$ cat src/include/riscv_consts.svh
`ifndef RISCV_CONSTS_SVH
`define RISCV_CONSTS_SVH

// datapath width, one machine word
`define XLEN 32

// register file geometry
`define REG_ADDR_W 5 // rs1, rs2 and rd fields
`define REG_COUNT 32 // x0 is wired to zero

// first fetch address out of reset
`define RESET_PC 32'h0000_0000

// alu status bits N, Z, C and V
`define ALU_FLAGS_W 4

`endif

$ cat src/verilog/riscv_pkg.sv
`default_nettype none

package riscv_pkg;

    // major opcodes of the supported subset, instr[6:0]
    typedef enum logic [6:0] {
        op_load   = 7'b0000011, // lw
        op_store  = 7'b0100011, // sw
        op_rtype  = 7'b0110011, // add sub and or slt
        op_itype  = 7'b0010011, // addi andi ori slti
        op_branch = 7'b1100011, // beq bne blt
        op_jal    = 7'b1101111
    } opcode_e;

    typedef enum logic [2:0] {
        alu_add = 3'b000,
        alu_sub = 3'b001,
        alu_and = 3'b010,
        alu_or  = 3'b011,
        alu_slt = 3'b101 // signed compare
    } alu_op_e;

    typedef enum logic [1:0] {
        imm_i = 2'b00, // loads, alu immediates
        imm_s = 2'b01, // stores
        imm_b = 2'b10, // branches
        imm_j = 2'b11  // jal
    } imm_src_e;

    typedef enum logic [1:0] {
        res_alu = 2'b00,
        res_mem = 2'b01, // load data
        res_pc4 = 2'b10  // link address
    } result_src_e;

    typedef enum logic {
        src_reg = 1'b0, // rs2
        src_imm = 1'b1  // extended immediate
    } alu_src_e;

    // bit positions in the alu flag vector
    typedef enum logic [1:0] {
        flag_v = 2'd0,
        flag_c = 2'd1,
        flag_z = 2'd2,
        flag_n = 2'd3
    } flag_idx_e;

endpackage

`default_nettype wire

$ cat src/verilog/alu.sv
`default_nettype none

`include "riscv_consts.svh"

module alu (
    input  wire  [`XLEN-1:0]        a,
    input  wire  [`XLEN-1:0]        b,
    input  wire  riscv_pkg::alu_op_e alu_op,
    output logic [`XLEN-1:0]        result,
    output logic [`ALU_FLAGS_W-1:0] flags
);
    logic           subtract; // invert b and carry in
    logic [`XLEN-1:0] b_eff;
    logic [`XLEN:0]   sum;    // extra bit is the carry out
    logic           arith;    // flags C and V only mean something here
    logic           overflow;
    logic           less;     // signed a < b

    assign subtract = (alu_op == riscv_pkg::alu_sub) || (alu_op == riscv_pkg::alu_slt);
    assign b_eff    = subtract ? ~b : b;
    assign sum      = {1'b0, a} + {1'b0, b_eff} + {{`XLEN{1'b0}}, subtract}; // shared adder

    // operands agree in sign but the sum does not
    assign overflow = (a[`XLEN-1] ~^ b_eff[`XLEN-1]) & (sum[`XLEN-1] ^ a[`XLEN-1]);
    assign less     = sum[`XLEN-1] ^ overflow;
    assign arith    = (alu_op == riscv_pkg::alu_add) || subtract;

    always_comb begin
        case (alu_op)
            riscv_pkg::alu_add: result = sum[`XLEN-1:0];
            riscv_pkg::alu_sub: result = sum[`XLEN-1:0];
            riscv_pkg::alu_and: result = a & b;
            riscv_pkg::alu_or:  result = a | b;
            riscv_pkg::alu_slt: result = {{(`XLEN-1){1'b0}}, less};
            default:            result = sum[`XLEN-1:0];
        endcase
    end

    always_comb begin
        flags                    = '0;
        flags[riscv_pkg::flag_n] = result[`XLEN-1];
        flags[riscv_pkg::flag_z] = (result == '0);
        flags[riscv_pkg::flag_c] = arith & sum[`XLEN]; // carry, i.e. no borrow on sub
        flags[riscv_pkg::flag_v] = arith & overflow;
    end

endmodule

`default_nettype wire

$ cat src/verilog/extend.sv
`default_nettype none

`include "riscv_consts.svh"

module extend (
    input  wire  [`XLEN-1:0]         instr,
    input  wire  riscv_pkg::imm_src_e imm_src,
    output logic [`XLEN-1:0]         ext_imm
);
    logic [`XLEN-1:0] imm_i_val;
    logic [`XLEN-1:0] imm_s_val;
    logic [`XLEN-1:0] imm_b_val;
    logic [`XLEN-1:0] imm_j_val;

    // 12-bit immediate in instr[31:20]
    assign imm_i_val = {{(`XLEN-12){instr[31]}}, instr[31:20]};

    // store offset split around the rs2 field
    assign imm_s_val = {{(`XLEN-12){instr[31]}}, instr[31:25], instr[11:7]};

    // branch offset, halfword aligned
    assign imm_b_val = {{(`XLEN-13){instr[31]}}, instr[31], instr[7],
                        instr[30:25], instr[11:8], 1'b0};

    // jal offset, 21 bits with zero lsb
    assign imm_j_val = {{(`XLEN-21){instr[31]}}, instr[31], instr[19:12],
                        instr[20], instr[30:21], 1'b0};

    always_comb begin
        case (imm_src)
            riscv_pkg::imm_i: ext_imm = imm_i_val;
            riscv_pkg::imm_s: ext_imm = imm_s_val;
            riscv_pkg::imm_b: ext_imm = imm_b_val;
            riscv_pkg::imm_j: ext_imm = imm_j_val;
            default:          ext_imm = imm_i_val;
        endcase
    end

endmodule

`default_nettype wire

$ cat src/verilog/regfile.sv
`default_nettype none

`include "riscv_consts.svh"

module regfile (
    input  wire                    clk,
    input  wire  [`REG_ADDR_W-1:0] addr1, // rs1
    input  wire  [`REG_ADDR_W-1:0] addr2, // rs2
    input  wire  [`REG_ADDR_W-1:0] addr3, // rd
    input  wire  [`XLEN-1:0]       wd3,
    input  wire                    we,
    output logic [`XLEN-1:0]       rd1,
    output logic [`XLEN-1:0]       rd2
);
    logic [`XLEN-1:0] regs [`REG_COUNT]; // architectural registers, no reset

    // write lands at the clock edge, x0 writes dropped
    always_ff @(posedge clk) begin
        if (we && (addr3 != '0)) begin
            regs[addr3] <= wd3;
        end
    end

    // reads are combinational, x0 reads as zero
    assign rd1 = (addr1 == '0) ? '0 : regs[addr1];
    assign rd2 = (addr2 == '0) ? '0 : regs[addr2];

endmodule

`default_nettype wire

$ cat src/verilog/datapath.sv
`default_nettype none

`include "riscv_consts.svh"

module datapath (
    input  wire                            clk,
    input  wire                            arst_n,
    input  wire  [`XLEN-1:0]               instr,
    input  wire  [`XLEN-1:0]               read_data,
    input  wire                            reg_write,
    input  wire  riscv_pkg::imm_src_e      imm_src,
    input  wire  riscv_pkg::alu_src_e      alu_src,
    input  wire  riscv_pkg::alu_op_e       alu_op,
    input  wire  riscv_pkg::result_src_e   result_src,
    input  wire                            pc_src,     // 1 takes pc + immediate
    output logic [`XLEN-1:0]               pc,
    output wire  [`XLEN-1:0]               alu_result,
    output wire  [`XLEN-1:0]               write_data, // rs2 value for stores
    output wire  [`ALU_FLAGS_W-1:0]        alu_flags
);
    logic [`XLEN-1:0] pc_next;
    logic [`XLEN-1:0] pc_plus_4;
    logic [`XLEN-1:0] pc_target;  // branch and jal destination
    logic [`XLEN-1:0] ext_imm;
    logic [`XLEN-1:0] src_a;
    logic [`XLEN-1:0] src_b;
    logic [`XLEN-1:0] result;     // write-back value

    // pc register, the only state outside the register file
    always_ff @(posedge clk or negedge arst_n) begin
        if (!arst_n) begin
            pc <= `RESET_PC;
        end else begin
            pc <= pc_next;
        end
    end

    assign pc_plus_4 = pc + `XLEN'd4;
    assign pc_target = pc + ext_imm;
    assign pc_next   = pc_src ? pc_target : pc_plus_4;

    regfile u_regfile (
        .clk   (clk),
        .addr1 (instr[19:15]),
        .addr2 (instr[24:20]),
        .addr3 (instr[11:7]),
        .wd3   (result),
        .we    (reg_write),
        .rd1   (src_a),
        .rd2   (write_data)
    );

    extend u_extend (
        .instr   (instr),
        .imm_src (imm_src),
        .ext_imm (ext_imm)
    );

    assign src_b = (alu_src == riscv_pkg::src_imm) ? ext_imm : write_data;

    alu u_alu (
        .a      (src_a),
        .b      (src_b),
        .alu_op (alu_op),
        .result (alu_result),
        .flags  (alu_flags)
    );

    always_comb begin
        case (result_src)
            riscv_pkg::res_alu: result = alu_result;
            riscv_pkg::res_mem: result = read_data;
            riscv_pkg::res_pc4: result = pc_plus_4; // jal link
            default:            result = alu_result;
        endcase
    end

endmodule

`default_nettype wire

$ cat src/verilog/controller.sv
`default_nettype none

`include "riscv_consts.svh"

module controller (
    input  wire  [`XLEN-1:0]          instr,
    input  wire  [`ALU_FLAGS_W-1:0]   alu_flags,
    output logic                      reg_write,
    output logic                      mem_write,
    output riscv_pkg::imm_src_e       imm_src,
    output riscv_pkg::alu_src_e       alu_src,
    output riscv_pkg::alu_op_e        alu_op,
    output riscv_pkg::result_src_e    result_src,
    output logic                      pc_src
);
    riscv_pkg::opcode_e opcode;
    logic [2:0]         funct3;
    logic               funct7_5;    // selects sub on r-type
    logic [1:0]         alu_class;   // 00 add, 01 sub, 10 from funct fields
    logic               branch;
    logic               jump;
    logic               take_branch;

    assign opcode   = riscv_pkg::opcode_e'(instr[6:0]);
    assign funct3   = instr[14:12];
    assign funct7_5 = instr[30];

    // main decoder
    always_comb begin
        reg_write  = 1'b0;               // defaults give a no-op
        mem_write  = 1'b0;
        imm_src    = riscv_pkg::imm_i;
        alu_src    = riscv_pkg::src_reg;
        result_src = riscv_pkg::res_alu;
        alu_class  = 2'b00;
        branch     = 1'b0;
        jump       = 1'b0;
        case (opcode)
            riscv_pkg::op_load: begin
                reg_write  = 1'b1;
                alu_src    = riscv_pkg::src_imm; // base + offset
                result_src = riscv_pkg::res_mem;
            end
            riscv_pkg::op_store: begin
                mem_write = 1'b1;
                imm_src   = riscv_pkg::imm_s;
                alu_src   = riscv_pkg::src_imm;
            end
            riscv_pkg::op_rtype: begin
                reg_write = 1'b1;
                alu_class = 2'b10;
            end
            riscv_pkg::op_itype: begin
                reg_write = 1'b1;
                alu_src   = riscv_pkg::src_imm;
                alu_class = 2'b10;
            end
            riscv_pkg::op_branch: begin
                imm_src   = riscv_pkg::imm_b;
                alu_class = 2'b01;               // compare rs1 against rs2
                branch    = 1'b1;
            end
            riscv_pkg::op_jal: begin
                reg_write  = 1'b1;
                imm_src    = riscv_pkg::imm_j;
                result_src = riscv_pkg::res_pc4;
                jump       = 1'b1;
            end
            default: ; // unknown opcode only steps the pc
        endcase
    end

    // alu decoder
    always_comb begin
        case (alu_class)
            2'b00:   alu_op = riscv_pkg::alu_add;
            2'b01:   alu_op = riscv_pkg::alu_sub;
            default: begin
                case (funct3)
                    3'b000: begin
                        if ((opcode == riscv_pkg::op_rtype) && funct7_5) begin
                            alu_op = riscv_pkg::alu_sub;
                        end else begin
                            alu_op = riscv_pkg::alu_add; // addi never subtracts
                        end
                    end
                    3'b010:  alu_op = riscv_pkg::alu_slt;
                    3'b110:  alu_op = riscv_pkg::alu_or;
                    3'b111:  alu_op = riscv_pkg::alu_and;
                    default: alu_op = riscv_pkg::alu_add;
                endcase
            end
        endcase
    end

    // branch resolution from rs1 - rs2 flags
    always_comb begin
        case (funct3)
            3'b000:  take_branch = alu_flags[riscv_pkg::flag_z];  // beq
            3'b001:  take_branch = !alu_flags[riscv_pkg::flag_z]; // bne
            3'b100:  take_branch = alu_flags[riscv_pkg::flag_n] ^
                                   alu_flags[riscv_pkg::flag_v];  // blt, signed
            default: take_branch = 1'b0;
        endcase
    end

    assign pc_src = jump | (branch & take_branch);

endmodule

`default_nettype wire

$ cat src/verilog/riscv_core.sv
`default_nettype none

`include "riscv_consts.svh"

module riscv_core (
    input  wire                clk,
    input  wire                arst_n,
    input  wire  [`XLEN-1:0]   instr,      // from instruction memory
    input  wire  [`XLEN-1:0]   read_data,  // from data memory
    output wire  [`XLEN-1:0]   pc,
    output wire  [`XLEN-1:0]   data_addr,  // alu result
    output wire  [`XLEN-1:0]   write_data,
    output wire                mem_write
);
    logic                      reg_write;
    riscv_pkg::imm_src_e       imm_src;
    riscv_pkg::alu_src_e       alu_src;
    riscv_pkg::alu_op_e        alu_op;
    riscv_pkg::result_src_e    result_src;
    logic                      pc_src;
    logic [`ALU_FLAGS_W-1:0]   alu_flags;  // fed back for branch decisions

    controller u_controller (
        .instr      (instr),
        .alu_flags  (alu_flags),
        .reg_write  (reg_write),
        .mem_write  (mem_write),
        .imm_src    (imm_src),
        .alu_src    (alu_src),
        .alu_op     (alu_op),
        .result_src (result_src),
        .pc_src     (pc_src)
    );

    datapath u_datapath (
        .clk        (clk),
        .arst_n     (arst_n),
        .instr      (instr),
        .read_data  (read_data),
        .reg_write  (reg_write),
        .imm_src    (imm_src),
        .alu_src    (alu_src),
        .alu_op     (alu_op),
        .result_src (result_src),
        .pc_src     (pc_src),
        .pc         (pc),
        .alu_result (data_addr),
        .write_data (write_data),
        .alu_flags  (alu_flags)
    );

endmodule

`default_nettype wire

$ cat config.mk
export PLATFORM = sky130hd
export DESIGN_NAME = riscv_core
export DESIGN_NICKNAME = d
export VERILOG_FILES = /design/src/verilog/riscv_pkg.sv /design/src/verilog/alu.sv /design/src/verilog/extend.sv /design/src/verilog/regfile.sv /design/src/verilog/datapath.sv /design/src/verilog/controller.sv /design/src/verilog/riscv_core.sv
export VERILOG_INCLUDE_DIRS = /design/src /design/src/include
export SDC_FILE = /design/constraint.sdc
export NUM_CORES = 2
export LEC_CHECK = 0
export BUFFER_PORTS_ARGS = -buffer_cell sky130_fd_sc_hd__buf_2
export CORE_UTILIZATION = 45
export DETAILED_ROUTE_END_ITERATION = 8
export GPL_TIMING_DRIVEN = 1
export PLACE_DENSITY = 0.66
export SYNTH_ARGS = -nofsm -noshare
export SYNTH_HDL_FRONTEND = slang
export SYNTH_HIERARCHICAL = 1
export SYNTH_SLANG_ARGS = --single-unit
$ cat constraint.sdc
create_clock -name clk -period 20.8 [get_ports clk]
set_input_delay 1.04 -clock clk [delete_from_list [all_inputs] [get_ports clk]]
set_output_delay 1.04 -clock clk [all_outputs]
set_load 0.01 [all_outputs]
# Word level (Yosys, flattened, before mapping)

Memories as Yosys holds them, arrays and structs flattened.
Cells that the tools add are included.
Widths: inputs -> output; s select.

Register bits after elaboration: 32
RAM bits: 1024
Input port bits: 66
Output and inout port bits: 97
Logic and storage cells: 76
Memories kept: 1

Memories:

| memory                    | depth | bits a word | read ports | clocked after Yosys merged registers in | wr ports | RTL line      | source |
|---|---|---|---|---|---|---|---|
| u_datapath.u_regfile.regs | 32    | 32          | 2          | 0                                       | 1        | regfile.sv:15 | `` logic [`XLEN-1:0] regs [`REG_COUNT]; `` |

Add/subtract/negate cells: 4
Equality and inequality tests: 21
Muxes and demuxes: 22
Bitwise operators: 11
Reduce and logical (&&, ||, !) cells: 16

Operators with widths:

| cell                  | count |
|---|---|
| $mux 32               | 5 |
| $pmux 32 s4           | 1 |
| $pmux 32 s3           | 1 |
| $add 32x32->32        | 2 |
| $pmux 32 s2           | 1 |
| $add 32x1->32         | 1 |
| $add 32x3->32 const B | 1 |
| $and 32x32->32        | 1 |
| $logic_not 32->1      | 1 |
| $not 32->32           | 1 |
| $or 32x32->32         | 1 |
| $eq 7x6->1 const B    | 2 |
| $eq 7x7->1 const B    | 2 |
| $eq 3x3->1 const B    | 4 |
| $pmux 3 s4            | 1 |
| $logic_not 5->1       | 2 |
| $eq 3x2->1 const B    | 3 |
| $mux 1                | 8 |
| $pmux 2 s2            | 2 |
| $eq 7x2->1 const B    | 1 |
| $eq 7x5->1 const B    | 1 |
| $eq 2x1->1 const B    | 3 |
| $eq 2x2->1 const B    | 3 |
| $eq 3x1->1 const B    | 2 |
| 16 further kinds      | 24 |

# Depth between registers and ports, before layout

Depth in word-level cells: 20
Depth in mapped cells: 37
Gate-level depth less buffers: 32

# By module

Netlist, hierarchy kept.

Modules (own cells, without submodules):

| module     | times used | cells each | area an instance (um2) | sequential area each (um2) |
|---|---|---|---|---|
| regfile    | 1          | 2564       | 47929.7                | 30749.5 |
| datapath   | 1          | 558        | 4299.1                 | 800.8 |
| alu        | 1          | 483        | 3306.9                 | 0.0 |
| extend     | 1          | 39         | 322.8                  | 0.0 |
| controller | 1          | 34         | 196.4                  | 0.0 |

# Least setup slack after synthesis

No wires, ideal clock.

Path type: in2reg
Start point: input port instr[6]
End point: register u_datapath.pc[10]
Library setup time: 137 ps
Arrival time: 7964 ps
Data required time: 20663 ps
Slack: 12699 ps
Stages: 33
Buffers on the path: 5
Cells stage by stage: nor3_1 -> nand3_1 -> nor3_1 -> nand2b_1 -> clkbuf_1 -> clkbuf_1 -> xnor2_1 -> ha_1 -> buf_6 -> and4_1 -> o31a_1 -> o21ai_2 -> a31oi_1 -> nor2_1 -> o21ai_0 -> a21o_1 -> a21oi_1 -> fa_1 -> o21a_1 -> a211oi_1 -> or4_1 -> or3_1 -> nor3_1 -> nand4b_1 -> nor4_2 -> nand4b_1 -> nor4_2 -> nor2_1 -> or4bb_1 -> a31oi_1 -> clkbuf_1 -> clkbuf_1 -> a21oi_1

Elaborated cells on any way between the ends: 52

RTL lines:

| element                                              | RTL line             | source |
|---|---|---|
| start, declared                                      | riscv_core.sv:8      | `` input wire [`XLEN-1:0] instr, `` |
| $eq 7x5->1 / $eq 7x6->1 (equally long branches)      | controller.sv:38     | `case (opcode)` |
| $reduce_or 2->1 (no line)                            | -                    |  |
| $pmux 2 s2 (*)                                       | controller.sv:38     |  |
| $eq 2x1->1 / $logic_not 2->1 (equally long branches) | controller.sv:75     | `case (alu_class)` |
| $pmux 3 s2 (*)                                       | controller.sv:75     |  |
| via alu_op[1]                                        | riscv_core.sv:18     | `riscv_pkg::alu_op_e alu_op;` |
| $eq 3x1->1 / $eq 3x3->1 (equally long branches)      | alu.sv:19, alu.sv:29 |  |
| $logic_or 1x1->1                                     | alu.sv:19            | `assign subtract = (alu_op == riscv_pkg::alu_sub) \|\| (alu_op == riscv_pkg::alu_slt);` |
| [... 4 more ...]                                     | -                    |  |
| via alu_flags[3]                                     | riscv_core.sv:21     | `` logic [`ALU_FLAGS_W-1:0] alu_flags; `` |
| [... 1 more ...]                                     | -                    |  |
| via alu_flags[2]                                     | riscv_core.sv:21     |  |
| $logic_not 1->1                                      | controller.sv:100    | `3'b001: take_branch = !alu_flags[riscv_pkg::flag_z];` |
| $pmux 1 s3 (*)                                       | controller.sv:98     | `case (funct3)` |
| $and 1x1->1 (*)                                      | controller.sv:107    | `assign pc_src = jump \| (branch & take_branch);` |
| $or 1x1->1 (*)                                       | controller.sv:107    |  |
| via pc_src                                           | riscv_core.sv:20     | `logic pc_src;` |
| $mux 32 (*)                                          | datapath.sv:40       | `assign pc_next = pc_src ? pc_target : pc_plus_4;` |
| via u_datapath.pc_next[10]                           | datapath.sv:21       | `` logic [`XLEN-1:0] pc_next; `` |
| end signal, assigned                                 | datapath.sv:32       | `` pc <= `RESET_PC; `` |
| end signal, assigned                                 | datapath.sv:34       | `pc <= pc_next;` |
| end, declared                                        | datapath.sv:16       | `` output logic [`XLEN-1:0] pc, `` |

Mark *: on every way through the listed nets, which the timed path passes. The rest lies on a longest branch. The select of a mux whose other input is x is not followed.

# Final worst setup path

Start point: input port instr[20]
End point: register u_datapath.pc[30]

Word-level cells in the longest chain between the ends: 17
Elaborated cells on any way between the ends: 25

RTL lines:

| element                                                 | RTL line          | source |
|---|---|---|
| $mem_v2 32x32 / $logic_not 5->1 (equally long branches) | -                 |  |
| $mux 32 (*)                                             | regfile.sv:26     | `assign rd2 = (addr2 == '0) ? '0 : regs[addr2];` |
| $mux 32 (*)                                             | datapath.sv:59    | `assign src_b = (alu_src == riscv_pkg::src_imm) ? ext_imm : write_data;` |
| via u_datapath.src_b[9]                                 | datapath.sv:26    | `` logic [`XLEN-1:0] src_b; `` |
| $not 32->32                                             | alu.sv:20         | `assign b_eff = subtract ? ~b : b;` |
| $mux 32                                                 | alu.sv:20         |  |
| $add 32x32->32                                          | alu.sv:21         | `` assign sum = {1'b0, a} + {1'b0, b_eff} + {{`XLEN{1'b0}}, subtract}; `` |
| $add 32x1->32                                           | alu.sv:21         |  |
| [... 5 more ...]                                        | -                 |  |
| via alu_flags[2]                                        | riscv_core.sv:21  |  |
| $logic_not 1->1                                         | controller.sv:100 |  |
| $pmux 1 s3 (*)                                          | controller.sv:98  |  |
| $and 1x1->1 (*)                                         | controller.sv:107 |  |
| $or 1x1->1 (*)                                          | controller.sv:107 |  |
| via pc_src                                              | riscv_core.sv:20  |  |
| $mux 32 (*)                                             | datapath.sv:40    |  |
| via u_datapath.pc_next[30]                              | datapath.sv:21    |  |

Marked as above.

==> qor.csv <==
stage;metric;value;unit
outcome;status;finished clean;
routing;ANT nets after route;0;
worst_setup_path;CP Data Required Time;21400;ps
clock_network;Clock Path Buffers;3;
grt;pin count of the biggest net entering global routing;117;
power_and_ir_drop;combinational power share;23.2;%
cells_and_area;share of cells above drive strength 1;25.5;%
power_and_ir_drop;peak supply drop;83.5;µV
cells_and_area;FF+latch area;31600;µm²
clock_network;Post-CTS Setup Bufs;0;
placed_design;hpwl dp;115000;µm
cells_and_area;area of the multi-input gates;23400;µm²
routing;Vias;38831;
worst_setup_path;reg2reg setup slack;12360;ps
worst_setup_path;Buf+Inv Stages, Crit Path;5;
timing;Sum Neg Setup Slack;0;ps
grt;Tot GR Track Use;30.4;%
die;Boundary Pins;163;
power_and_ir_drop;pwr/cell area;97.5;nW/µm²
clock_network;root buffer cell;clkbuf_16;
worst_setup_path;critical path class;primary input to register;
grt;vias in the first global route;36944;
worst_setup_path;critical path startpoint category;primary input;
timing;Final Max Slew Viols;0;
cells_and_area;Area Growth Syn to Fin;11.5;%
timing;RSZ-0062 raised after global routing;false;
worst_setup_path;Crit path top cell by count;buf_4;
clock_network;H-tree Lvls;3;
routing;wire length per cell;35.3;µm
timing;Worst-Margin Slew;1340;ps
timing;Slew HR;10.2;%
clock_network;CTS tree;done;
grt;initial antenna violation count;5;
clock_network;Worst-Skew Late Latency;750;ps
worst_setup_path;Top Family by Delay on Critical Path;buffers and inverters;
power_and_ir_drop;Clock Power Share;31.9;%
power_and_ir_drop;leakage power;21.1;nW
yosys;synth warn;6;
cells_and_area;Layout Cells excl Fill;5532;
yosys;synthesized instance count;3674;
cells_and_area;commonest cells after routing, fill and taps aside;1,024 x edfxtp_1, 325 x mux2i_1, 298 x mux4_2;
timing;final worst slack;10070;ps
die;Cell Rows;129;
clock_network;hold_buf cts;0;
clock_network;Gates resized, CTS repair;0;
die;die height;355;µm
placed_design;placed cell count;5336;
power_and_ir_drop;Int Power;4.25;mW
power_and_ir_drop;Psw;1.84;mW
routing;Initial DRT Pass Iterations;6;
min_path;Hold WC Path Type;primary input to asynchronous set/reset pin;
yosys;syn_area_per_cell;15.3;µm²
worst_setup_path;Worst path max stage delay;760;ps
timing;Period minus WS final;10730;ps
timing;Hold Slack;380;ps
clock_network;Reg clk slew, reported paths;70;ps
power_and_ir_drop;sw frac;30.3;%
die;die area;126000;µm²
worst_setup_path;critical path's slowest cell;buf_4;
cells_and_area;layout net count;3943;
timing;final worst path period share;51.6;%
worst_setup_path;Worst EP arrival;11330;ps
grt;global-route wire length before repair;272000;µm
power_and_ir_drop;Sequential Power Share;45.0;%
power_and_ir_drop;Tot Pwr;6.09;mW
routing;vias per cell;7.02;
clock_network;CTS Sinks;1056;
yosys;cell area after synthesis;56000;µm²
routing;# DRC;0;
timing;FMAX;93.2;MHz
clock_network;Num CTS Buffers;106;
routing;Iteration-0 DRC Markers;5646;
worst_setup_path;Max FO, Critical Path;67;
placed_design;dpl ws;9640;ps
job;maxcap violations;0;
cells_and_area;commonest non-fill, non-tap cell in the layout;edfxtp_1;
placed_design;port bufs;162;
die;initial core utilization;45.3;%
timing;Hold Vio Cnt, Final;0;
timing;final setup fails;0;
worst_setup_path;Crit. End Element;register;
placed_design;GPL Wtd Cong;1.01;
cells_and_area;Fillers;10230;
die;die width;355;µm
timing;Worst Clk Skew;45.5;ps
grt;GRT Residual Overflow;0;
die;core area;124000;µm²
routing;final wirelength;195000;µm
-- power groups by stage --
stage	Clock (mW)	Combinational, mW	Sequential (mW)
final	1.94	1.41	2.74
after global routing	2.04	1.49	2.74
after CTS	1.96	1.38	2.74
after detailed placement	0	1.38	2.78
after global placement	0	1.36	2.78
after floorplan	0	0.834	2.80
-- metal layers --
layer	part of all wire [%]	track usage, %
met1	37	40.8
met2	44	45.6
met3	14	7.91
met4	5.8	16.0
met5	0	0
-- flip-flops by register name, summed over array words and instances, names as in the netlist --
register	count
u_datapath/pc	32
u_datapath/u_regfile/regs	1024
-- stage by stage --
| stage | utilization (%) | instance area, µm² |
|---|---|---|
| 6_report | 50.5 | 62500 |
| 5_1_grt | 50.5 | 62500 |
| 4_1_cts | 50.5 | 62500 |
| 3_5_place_dp | 47.7 | 59000 |
| 3_3_place_gp | 47.7 | 59000 |
| 2_1_floorplan | - | 56200 |
-- path summary, 6_finish.rpt --
check | cells after the start | start | to
setup / recovery | 34 | instr[20] | u_datapath/pc[30]
hold / removal | 1 | arst_n | u_datapath/pc[29]
setup reg to reg | 32 | u_datapath/u_regfile/regs[14][6] | u_datapath/pc[30]
hold reg to reg | 1 | u_datapath/pc[0] | u_datapath/pc[0]
max in group asynchronous | 1 | arst_n | u_datapath/pc[2]
min in group clk | 1 | u_datapath/pc[0] | u_datapath/pc[0]
-- final cells by class --
cell class	instances	share of cell area, %
Clock inverter	66	1.18
Tap cell	1637	3.28
Inverter	27	0.164
Timing Repair Buffer	291	2.96
Antenna cell	4	0.0160
Sequential cell	1056	50.5
Clock buffer	126	4.37
Multi-Input combinational cell	2325	37.5
No activity file was read; power rests on OpenSTA's default activity.
